[src/hdl/mont_defines.svh]
`ifndef MONT_DEFINES_SVH
`define MONT_DEFINES_SVH

// operand width W, kept even so the radix-4 loop covers all of A
`define MONT_WIDTH 64

// accumulator width, C + 3B + 3M stays below 2^(W+3)
`define MONT_ACC_WIDTH (`MONT_WIDTH + 3)

// two bits of A per iteration
`define MONT_ITERATIONS (`MONT_WIDTH / 2)

// wide enough to hold the iteration count itself
`define MONT_COUNT_WIDTH ($clog2(`MONT_ITERATIONS) + 1)

`endif

[src/hdl/mont_pkg.sv]
`default_nettype none

package mont_pkg;

    // top level controller states
    typedef enum logic [2:0] {
        SEQ_IDLE,
        SEQ_PREP,
        SEQ_LOOP,
        SEQ_REDUCE,
        SEQ_DONE
    } seq_state_t;

    typedef enum logic [1:0] {
        BANK_HOLD,
        BANK_LOAD,   // capture A, B, M
        BANK_PREP,   // register 2B, 3B, 2M, 3M
        BANK_SHIFT   // next digit of A
    } bank_op_t;

    typedef enum logic [1:0] {
        ACC_HOLD,
        ACC_CLEAR,
        ACC_STEP,    // one radix-4 iteration
        ACC_REDUCE   // final conditional subtract
    } acc_op_t;

endpackage

`default_nettype wire

[src/hdl/mont_operand_if.sv]
`default_nettype none
`include "mont_defines.svh"

// operand multiples and current A digit, bank to accumulator
interface mont_operand_if;

    logic [`MONT_WIDTH+1:0] b1;
    logic [`MONT_WIDTH+1:0] b2;
    logic [`MONT_WIDTH+1:0] b3;
    logic [`MONT_WIDTH+1:0] m1;
    logic [`MONT_WIDTH+1:0] m2;
    logic [`MONT_WIDTH+1:0] m3;
    logic [1:0]             a_digit;  // two low bits of the shifting A

    modport bank (
        output b1, b2, b3,
        output m1, m2, m3,
        output a_digit
    );

    modport accum (
        input b1, b2, b3,
        input m1, m2, m3,
        input a_digit
    );

endinterface

`default_nettype wire

[src/hdl/mont_operand_bank.sv]
`default_nettype none
`include "mont_defines.svh"

module mont_operand_bank (
    input  wire                          clk,
    input  wire                          resetn,
    input  wire mont_pkg::bank_op_t      op,
    input  wire [`MONT_WIDTH-1:0]        in_a,
    input  wire [`MONT_WIDTH-1:0]        in_b,
    input  wire [`MONT_WIDTH-1:0]        in_m,
    mont_operand_if.bank                 ops
);
    import mont_pkg::*;

    logic [`MONT_WIDTH-1:0] a_shift;   // A consumed two bits at a time
    logic [`MONT_WIDTH+1:0] b_reg;
    logic [`MONT_WIDTH+1:0] b2_reg;
    logic [`MONT_WIDTH+1:0] b3_reg;
    logic [`MONT_WIDTH+1:0] m_reg;
    logic [`MONT_WIDTH+1:0] m2_reg;
    logic [`MONT_WIDTH+1:0] m3_reg;

    // doubled operands for the prep step
    logic [`MONT_WIDTH+1:0] b_x2;
    logic [`MONT_WIDTH+1:0] m_x2;

    assign b_x2 = {b_reg[`MONT_WIDTH:0], 1'b0};
    assign m_x2 = {m_reg[`MONT_WIDTH:0], 1'b0};

    // operand registers loaded on start and stepped in the loop
    always_ff @(posedge clk) begin
        case (op)
            BANK_LOAD: begin
                a_shift <= in_a;
                b_reg   <= {2'b00, in_b};
                m_reg   <= {2'b00, in_m};
            end
            BANK_PREP: begin
                b2_reg <= b_x2;
                b3_reg <= b_reg + b_x2;   // 3B < 2^(W+2)
                m2_reg <= m_x2;
                m3_reg <= m_reg + m_x2;
            end
            BANK_SHIFT: begin
                a_shift <= {2'b00, a_shift[`MONT_WIDTH-1:2]};
            end
            default: begin
            end
        endcase
    end

    assign ops.b1 = b_reg;
    assign ops.b2 = b2_reg;
    assign ops.b3 = b3_reg;
    assign ops.m1 = m_reg;
    assign ops.m2 = m2_reg;
    assign ops.m3 = m3_reg;

    assign ops.a_digit = a_shift[1:0];

    // quotient digit selection in the accumulator relies on an odd modulus
    m_odd_at_prep: assert property (
        @(posedge clk) disable iff (!resetn)
        op == BANK_PREP |-> m_reg[0]
    ) else $error("modulus loaded into the bank is even");

endmodule

`default_nettype wire

[src/hdl/mont_sequencer.sv]
`default_nettype none
`include "mont_defines.svh"

module mont_sequencer (
    input  wire                  clk,
    input  wire                  resetn,
    input  wire                  start,
    output mont_pkg::bank_op_t   bank_op,
    output mont_pkg::acc_op_t    acc_op,
    output logic                 done
);
    import mont_pkg::*;

    seq_state_t                    state;
    logic [`MONT_COUNT_WIDTH-1:0]  count;      // loop iterations taken so far
    logic                          last_step;

    assign last_step = (count == `MONT_COUNT_WIDTH'(`MONT_ITERATIONS - 1));

    always_ff @(posedge clk) begin
        if (!resetn) begin
            state <= SEQ_IDLE;
            count <= '0;
            done  <= 1'b0;
        end else begin
            done <= (state == SEQ_REDUCE);   // high for the one cycle in DONE

            case (state)
                SEQ_IDLE: begin
                    if (start) begin
                        state <= SEQ_PREP;
                    end
                end
                SEQ_PREP: begin
                    state <= SEQ_LOOP;
                    count <= '0;
                end
                SEQ_LOOP: begin
                    if (last_step) begin
                        state <= SEQ_REDUCE;
                        count <= '0;
                    end else begin
                        count <= count + 1'b1;
                    end
                end
                SEQ_REDUCE: begin
                    state <= SEQ_DONE;
                end
                SEQ_DONE: begin
                    state <= SEQ_IDLE;   // start seen again in IDLE
                end
                default: begin
                    state <= SEQ_IDLE;
                end
            endcase
        end
    end

    // opcodes follow the state, load fires on the start edge itself
    always_comb begin
        bank_op = BANK_HOLD;
        acc_op  = ACC_HOLD;
        case (state)
            SEQ_IDLE: begin
                if (start) begin
                    bank_op = BANK_LOAD;
                    acc_op  = ACC_CLEAR;
                end
            end
            SEQ_PREP: begin
                bank_op = BANK_PREP;
            end
            SEQ_LOOP: begin
                bank_op = BANK_SHIFT;
                acc_op  = ACC_STEP;
            end
            SEQ_REDUCE: begin
                acc_op = ACC_REDUCE;
            end
            default: begin
            end
        endcase
    end

    done_only_in_done: assert property (
        @(posedge clk) disable iff (!resetn)
        done |-> state == SEQ_DONE
    ) else $error("done raised outside the DONE state");

    count_in_range: assert property (
        @(posedge clk) disable iff (!resetn)
        count <= `MONT_COUNT_WIDTH'(`MONT_ITERATIONS)
    ) else $error("iteration counter ran past the loop length");

endmodule

`default_nettype wire

[src/hdl/mont_accumulator.sv]
`default_nettype none
`include "mont_defines.svh"

module mont_accumulator (
    input  wire                      clk,
    input  wire                      resetn,
    input  wire mont_pkg::acc_op_t   op,
    mont_operand_if.accum            ops,
    output logic [`MONT_WIDTH-1:0]   result
);
    import mont_pkg::*;

    logic [`MONT_ACC_WIDTH-1:0] c_reg;      // running value, kept below 2M
    logic [`MONT_ACC_WIDTH-1:0] b_mult;
    logic [`MONT_ACC_WIDTH-1:0] m_mult;
    logic [`MONT_ACC_WIDTH-1:0] sum_b;
    logic [`MONT_ACC_WIDTH-1:0] sum_m;
    logic [`MONT_ACC_WIDTH-1:0] m_ext;
    logic [`MONT_ACC_WIDTH-1:0] c_minus_m;
    logic [1:0]                 q_digit;

    // digit of A picks 0, B, 2B or 3B
    always_comb begin
        case (ops.a_digit)
            2'd1:    b_mult = {1'b0, ops.b1};
            2'd2:    b_mult = {1'b0, ops.b2};
            2'd3:    b_mult = {1'b0, ops.b3};
            default: b_mult = '0;
        endcase
    end

    assign sum_b = c_reg + b_mult;

    // q = -sum * M^-1 mod 4, and M^-1 mod 4 equals M mod 4 for odd M
    assign q_digit = 2'd0 - sum_b[1:0] * ops.m1[1:0];

    always_comb begin
        case (q_digit)
            2'd1:    m_mult = {1'b0, ops.m1};
            2'd2:    m_mult = {1'b0, ops.m2};
            2'd3:    m_mult = {1'b0, ops.m3};
            default: m_mult = '0;
        endcase
    end

    assign sum_m = sum_b + m_mult;   // low two bits now zero

    assign m_ext     = {1'b0, ops.m1};
    assign c_minus_m = c_reg - m_ext;

    always_ff @(posedge clk) begin
        if (!resetn) begin
            c_reg  <= '0;
            result <= '0;
        end else begin
            case (op)
                ACC_CLEAR: c_reg <= '0;
                ACC_STEP:  c_reg <= {2'b00, sum_m[`MONT_ACC_WIDTH-1:2]};   // divide by 4
                ACC_REDUCE: begin
                    if (c_reg >= m_ext) begin
                        result <= c_minus_m[`MONT_WIDTH-1:0];
                    end else begin
                        result <= c_reg[`MONT_WIDTH-1:0];
                    end
                end
                default: begin
                end
            endcase
        end
    end

    step_divisible: assert property (
        @(posedge clk) disable iff (!resetn)
        op == ACC_STEP |-> sum_m[1:0] == 2'b00
    ) else $error("quotient digit left nonzero low bits");

    // bounds the single subtraction at reduce time
    c_below_2m: assert property (
        @(posedge clk) disable iff (!resetn)
        op == ACC_STEP |=> c_reg < {ops.m1, 1'b0}
    ) else $error("accumulator grew past 2M");

endmodule

`default_nettype wire

[src/hdl/montgomery.sv]
`default_nettype none
`include "mont_defines.svh"

module montgomery (
    input  wire                      clk,
    input  wire                      resetn,
    input  wire                      start,
    input  wire [`MONT_WIDTH-1:0]    in_a,
    input  wire [`MONT_WIDTH-1:0]    in_b,
    input  wire [`MONT_WIDTH-1:0]    in_m,
    output logic [`MONT_WIDTH-1:0]   result,
    output logic                     done
);
    import mont_pkg::*;

    bank_op_t bank_op;
    acc_op_t  acc_op;

    mont_operand_if ops_if ();   // multiples and A digit

    mont_sequencer u_sequencer (
        .clk     (clk),
        .resetn  (resetn),
        .start   (start),
        .bank_op (bank_op),
        .acc_op  (acc_op),
        .done    (done)
    );

    mont_operand_bank u_bank (
        .clk    (clk),
        .resetn (resetn),
        .op     (bank_op),
        .in_a   (in_a),
        .in_b   (in_b),
        .in_m   (in_m),
        .ops    (ops_if)
    );

    mont_accumulator u_accumulator (
        .clk    (clk),
        .resetn (resetn),
        .op     (acc_op),
        .ops    (ops_if),
        .result (result)
    );

endmodule

`default_nettype wire

[config.mk]
export PLATFORM = sky130hd
export DESIGN_NAME = montgomery
export DESIGN_NICKNAME = d
export VERILOG_FILES = /design/src/hdl/mont_pkg.sv /design/src/hdl/mont_operand_if.sv /design/src/hdl/mont_operand_bank.sv /design/src/hdl/mont_sequencer.sv /design/src/hdl/mont_accumulator.sv /design/src/hdl/montgomery.sv
export VERILOG_INCLUDE_DIRS = /design/src /design/src/hdl
export SDC_FILE = /design/constraint.sdc
export NUM_CORES = 2
export LEC_CHECK = 0
export BUFFER_PORTS_ARGS = -buffer_cell sky130_fd_sc_hd__buf_2
export CORE_MARGIN = 4
export CORE_UTILIZATION = 40
export CTS_BUF_LIST = sky130_fd_sc_hd__clkbuf_4 sky130_fd_sc_hd__clkbuf_8 sky130_fd_sc_hd__clkbuf_16
export DETAILED_ROUTE_END_ITERATION = 10
export HOLD_SLACK_MARGIN = 0.06
export SLEW_MARGIN = 20
export SYNTH_ARGS = -nofsm -noshare
export SYNTH_HDL_FRONTEND = slang
export SYNTH_HIERARCHICAL = 1
export SYNTH_SLANG_ARGS = --single-unit
[constraint.sdc]
create_clock -name clk -period 15.5 [get_ports clk]
set_input_delay 1.55 -clock clk [delete_from_list [all_inputs] [get_ports clk]]
set_output_delay 1.55 -clock clk [all_outputs]
set_load 0.005 [all_outputs]
== Yosys cells after proc, flatten, opt, wreduce, memory -nomap -nowiden ==
Index checks and enable logic that the tools add are counted.

* Output and inout port bits: 65
* Word-level logic and storage cells: 57
* Register bits: 593

* Multiply operators: 1
* Muxes and demuxes: 13
* Equal/unequal tests: 18
* Add/subtract/negate cells: 7
* $lt $le $gt $ge: 1
* Reduce and logical (&&, ||, !) cells: 5

{| class="wikitable"
|+ Operators with widths
! kind !! number
|-
| $pmux 66 s3 || 2
|-
| $add 67x66->67 || 2
|-
| $pmux 67 s2 || 1
|-
| $add 64x65->66 || 2
|-
| $pmux 64 s2 || 1
|-
| $ge 67x64->1 || 1
|-
| $mux 64 || 1
|-
| $sub 64x64->64 || 1
|-
| $eq 2x2->1 const B || 8
|-
| $pmux 2 s3 || 2
|-
| $pmux 3 s4 || 1
|-
| $pmux 6 s2 || 1
|-
| $eq 2x1->1 const B || 4
|-
| $add 6x1->6 const B || 1
|-
| $eq 3x2->1 const B || 2
|-
| $eq 6x5->1 const B || 1
|-
| $mux 3 || 2
|-
| $mux 6 || 1
|-
| $reduce_bool 2->1 || 3
|-
| $eq 3x1->1 const B || 1
|-
| $logic_not 3->1 || 1
|-
| $mul 2x2->2 || 1
|-
| $ne 2x1->1 const B || 1
|-
| $ne 2x2->1 const B || 1
|-
| other kinds (3) || 3
|}

== Longest topological paths before layout ==
* Depth in word-level cells: 9
* Gate-level depth with buffers: 31
* Depth with buffers taken out: 26

== Cells and area by module ==
The synthesis kept the hierarchy.

{| class="wikitable"
|+ By module, submodules not included
! module !! times used !! cells an instance !! area an instance (um^2) !! seq. area each (um^2)
|-
| mont_operand_bank || 1 || 1573 || 21440.6 || 13513.0
|-
| mont_accumulator || 1 || 2608 || 18916.9 || 2582.5
|-
| mont_sequencer || 1 || 55 || 489.2 || 200.2
|}

== Worst setup path before layout ==
OpenSTA, ideal clock, no wires.

* Path kind: input to register
* From: input start
* To: register u_bank.b2_reg[10], in the netlist u_bank/ops.b2[10] (enable)
* Library setup time: 0.912 ns
* Buffers on the path: 0
* Path slack: 1.545 ns
* Stages on the path: 3
* Arrival time: 13.043 ns
* Data required time: 14.588 ns
* Cell sequence: nor2_1 > nor3_1 > nor2b_1

* Longest elaborated chain between the ends: 3

{| class="wikitable"
|+ RTL lines
! what !! line !! RTL
|-
| start, declared || montgomery.sv:7 || <nowiki>input wire start,</nowiki>
|-
| $mux 1 || mont_sequencer.sv:65 || <nowiki>if (start) begin</nowiki>
|-
| $pmux 2 s3 || mont_sequencer.sv:63 || <nowiki>case (state)</nowiki>
|-
| named net bank_op[0] || montgomery.sv:16 || <nowiki>bank_op_t bank_op;</nowiki>
|-
| $eq 2x2->1 || mont_operand_bank.sv:32 || <nowiki>case (op)</nowiki>
|-
| end signal, assigned || mont_operand_bank.sv:39 || <nowiki>b2_reg <= b_x2;</nowiki>
|-
| end, declared || mont_operand_bank.sv:17 || <nowiki>logic [`MONT_WIDTH+1:0] b2_reg;</nowiki>
|}

The timed path passes the listed nets, and every way through them passes these cells.
A chain may end at the register's enable or synchronous reset.

== Final worst setup path ==
* From: register u_bank.a_shift[1]
* To: register u_accumulator.c_reg[58]

* Longest elaborated chain between the ends: 9
* Elaborated cells on any way between the ends: 13
* Classes of those cells: 3 x add/sub; 1 x mul; 6 x eq/ne; 3 x mux

{| class="wikitable"
|+ RTL lines
! what !! line !! RTL
|-
| start, declared || mont_operand_bank.sv:15 || <nowiki>logic [`MONT_WIDTH-1:0] a_shift;</nowiki>
|-
| start signal, assigned || mont_operand_bank.sv:34 || <nowiki>a_shift <= in_a;</nowiki>
|-
| start signal, assigned || mont_operand_bank.sv:45 || <nowiki>a_shift <= {2'b00, a_shift[`MONT_WIDTH-1:2]};</nowiki>
|-
| $eq 2x2->1 or $eq 2x1->1 (tied branches) || mont_accumulator.sv:24 || <nowiki>case (ops.a_digit)</nowiki>
|-
| $pmux 66 s3 * || mont_accumulator.sv:24 ||
|-
| $add 67x66->67 * || mont_accumulator.sv:32 || <nowiki>assign sum_b = c_reg + b_mult;</nowiki>
|-
| $mul 2x2->2 || mont_accumulator.sv:35 || <nowiki>assign q_digit = 2'd0 - sum_b[1:0] * ops.m1[1:0];</nowiki>
|-
| $sub 1x2->2 || mont_accumulator.sv:35 ||
|-
| $eq 2x2->1 or $eq 2x1->1 (tied branches) || mont_accumulator.sv:38 || <nowiki>case (q_digit)</nowiki>
|-
| $pmux 66 s3 || mont_accumulator.sv:38 ||
|-
| $add 67x66->67 * || mont_accumulator.sv:46 || <nowiki>assign sum_m = sum_b + m_mult;</nowiki>
|-
| $pmux 67 s2 * || mont_accumulator.sv:56 || <nowiki>case (op)</nowiki>
|-
| end signal, assigned || mont_accumulator.sv:58 || <nowiki>ACC_STEP: c_reg <= {2'b00, sum_m[`MONT_ACC_WIDTH-1:2]};</nowiki>
|-
| end, declared || mont_accumulator.sv:13 || <nowiki>logic [`MONT_ACC_WIDTH-1:0] c_reg;</nowiki>
|}

Every way passes the cells marked *; elsewhere a longest branch is shown, timed or not. The select of a mux whose other input is x is not followed.

==> reports/metrics.yaml <==
htree_num_levels: 3
rsz0062_at_grt: "no"
rr_startpoint: "u_bank/a_shift[1]"
chipHeight_um: 328
die_area_um2: 107000
grt_start_max_net_pins: 97
cts_made_buffers: 72
yosysWarnings: 6
synth-edff-count: 450
synthCells: 4236
min_from: "u_accumulator/result[1]"
antenna_found_initial: 3
grt_use_total: 0.217
power.internal_w: 0.00416
final_max_slew_viol_count: 0
grt_pass1_vias: 31000
ios: 260
p_leak_nw: 18.3
grt_pass1_wl_mm: 183
slew_headroom: 0.275
crit_start: "u_bank/a_shift[1]"
fin_crit_sh: 0.493
synth.largest_area_cell: "edfxtp_1"
fin_setup_tns_ps: 0
port-buffer-count: 259
crit-reg2reg-capture: "u_accumulator/c_reg[58]"
clock-sinks: 589
cp-end-kind: "flop"
ctsResizeCount: 0
vias: 32900
power_frac_seq: 0.334
synthArstFlopShare: 0
wl_per_cell_um: 20.6
clkLatencyLatePin_ps: 650
synth_seq_area_share: 0.399
synth.distinct_cells: 122
postRouteAntennaNets: 0
clockBufferDepth: 3
hp-class: "flop to flop"
min_path_cells: 2
die_w_um: 328
remaining_drc_errors: 0
crit_path_max_fanout: 96
cts_root_buffer: "clkbuf_16"
synth-seq-cells: 589
utilization: 0.452
yosys.area.top_type_share: 0.331
syn_area_um2: 40800
synth_area_leaders: "edfxtp_1 (33%), ha_1 (10%), dfxtp_1 (6.8%), a21oi_1 (5.9%), xnor2_1 (4.0%)"
cp-start-kind: "flop"
avgSynthCellArea_um2: 9.64
hold_buffers: 0
cts_tree: "yes"
hpwl_mm: 95.1
r2r_cells: 26
power_switching_w: 0.00262
max_cap_violations: 0
finClkSkew_ps: 25.3
tightest_slew_ps: 1090
whs_endpoint: "u_accumulator/result[1]"
drive_gt1_frac: 0.138
worstPathRequired_ps: 16040
finalSetupViolations: 0
swShare: 0.386
cp.arrival_ps: 8180
clk_pin_slew_ps: 60
rows: 116
clkPwrFrac: 0.246
fmax_ghz: 0.131
coreArea_um2: 101000
min_period_ps: 7640
regToRegSetupSlack_ps: 7860
path_class: "flop to flop"
drt_iter0_drc: 2655
overflow: 0
dr.pass1.iters: 6
syn2layout_area_growth_pct: 11.4
cts_setup_buffers: 0
ir_drop_mv: 0.0920
comb_power_share: 0.420
place.gp.congestion: 0.923
viasPerCell: 5.67
nNetsFinal: 4919
synth-main-ff-cell: "edfxtp_1"
finalHoldViolations: 0
routed_wl_mm: 120
power_density_nw_per_um2: 149
start_util: 0.406
status: "finished clean"
power groups by stage:
stage                     sequential (W)  clock [W]  combinational, W
after floorplan                  0.00227          0           0.00216
after global placement           0.00229          0           0.00278
after detailed placement         0.00230          0           0.00279
after CTS                        0.00227    0.00172           0.00281
after global routing             0.00229    0.00178           0.00315
final                            0.00227    0.00166           0.00284
critical path: stages (launching register included):
cell,delay (ps)
edfxtp_1,320
buf_4,400
buf_4,430
mux2_2,380
a22o_1,230
ha_1,230
inv_1,80
fa_1,510
inv_1,120
nand2_1,160
xnor2_2,450
buf_4,320
buf_4,700
nor2_1,80
a21oi_1,150
o21ai_0,100
ha_1,420
a21o_1,260
a2111oi_2,340
o2bb2ai_1,200
nand2b_1,140
or3_1,450
o21ai_2,210
o211ai_1,170
a31oi_1,320
mux2i_1,220
nand2_1,60
cell type report:
cell class | count | area (um^2)
Inverter | 164 | 616
Sequential cell | 589 | 16300
Tap cell | 1357 | 1700
Multi-Input combinational cell | 3283 | 23100
Clock buffer | 83 | 1900
Clock inverter | 48 | 437
Fill cell | 9765 | 55200
Antenna cell | 1 | 2.50
Timing Repair Buffer | 282 | 1470
cell usage in the layout (no fill, tap or decap), drive strengths merged, types with 29 or more instances in the layout:
cell,n
nor2,248
dfxtp,139
o21ai,348
inv,172
o211ai,30
nand3,72
mux2,130
and2,30
edfxtp,450
a211oi,39
mux2i,59
nand4,69
clkinv,29
buf,282
xnor2,187
a21o,126
a21oi,482
nor2b,51
a22oi,35
and3,31
a22o,65
o21bai,63
nor3,36
ha,328
clkbuf,83
nand2b,41
nand2,348
a31oi,52
o21a,33
xor2,104
per-stage QoR:
step / hold WS [ps] / cell area (um^2) / total power (W) / std cells / worst slack (ps)
after detailed placement: 471 / 43200 / 0.00509 / 5675 / 7980
after floorplan: 447 / 40900 / 0.00443 / 4243 / 1540
final: 476 / 45500 / 0.00678 / 5807 / 7860
after global placement: 464 / 43200 / 0.00508 / 5675 / 8120
after CTS: 481 / 45500 / 0.00679 / 5806 / 7960
after global routing: 503 / 45500 / 0.00722 / 5807 / 7350
routing by layer:
layer,part of all wire,global-route usage
met2,0.40,0.307
met1,0.49,0.336
met3,0.080,0.0380
met5,0.00023,0
met4,0.026,0.0629
kinds of logic after synthesis:
kind of cell | count (synthesis) | share of synthesized area
AOI/OAI and AO/OA | 1444 | 0.227
xor gates and xnor gates | 291 | 0.0624
adders and majority gates | 333 | 0.103
buffers and inverters | 371 | 0.0379
DFF | 589 | 0.399
muxes | 189 | 0.0505
other | 1 | 0.0000918
and+or+nand+nor | 1018 | 0.121
worst max-delay path by stage:
stage | endpoint | depth (start not counted)
global route | u_accumulator/c_reg[57] | 26
floorplan | u_bank/ops.b2[10] | 3
CTS | u_accumulator/c_reg[58] | 26
global placement | u_accumulator/c_reg[58] | 26
detailed placement | u_accumulator/c_reg[58] | 26
finish | u_accumulator/c_reg[58] | 26
Yosys cell counts (all sizes together) (52+ instances only):
cell type and number:
a22o 65, o21bai 63, edfxtp 450, mux2 130
nand2 348, inv 164, a21oi 482, clkbuf 154
nand3 72, mux2i 59, nand4 69, o21ai 348
ha 328, nor2 248, buf 53, a21o 126
dfxtp 139, xor2 104, xnor2 187, a31oi 52
Note: power is estimated with default switching activity, not from simulation.
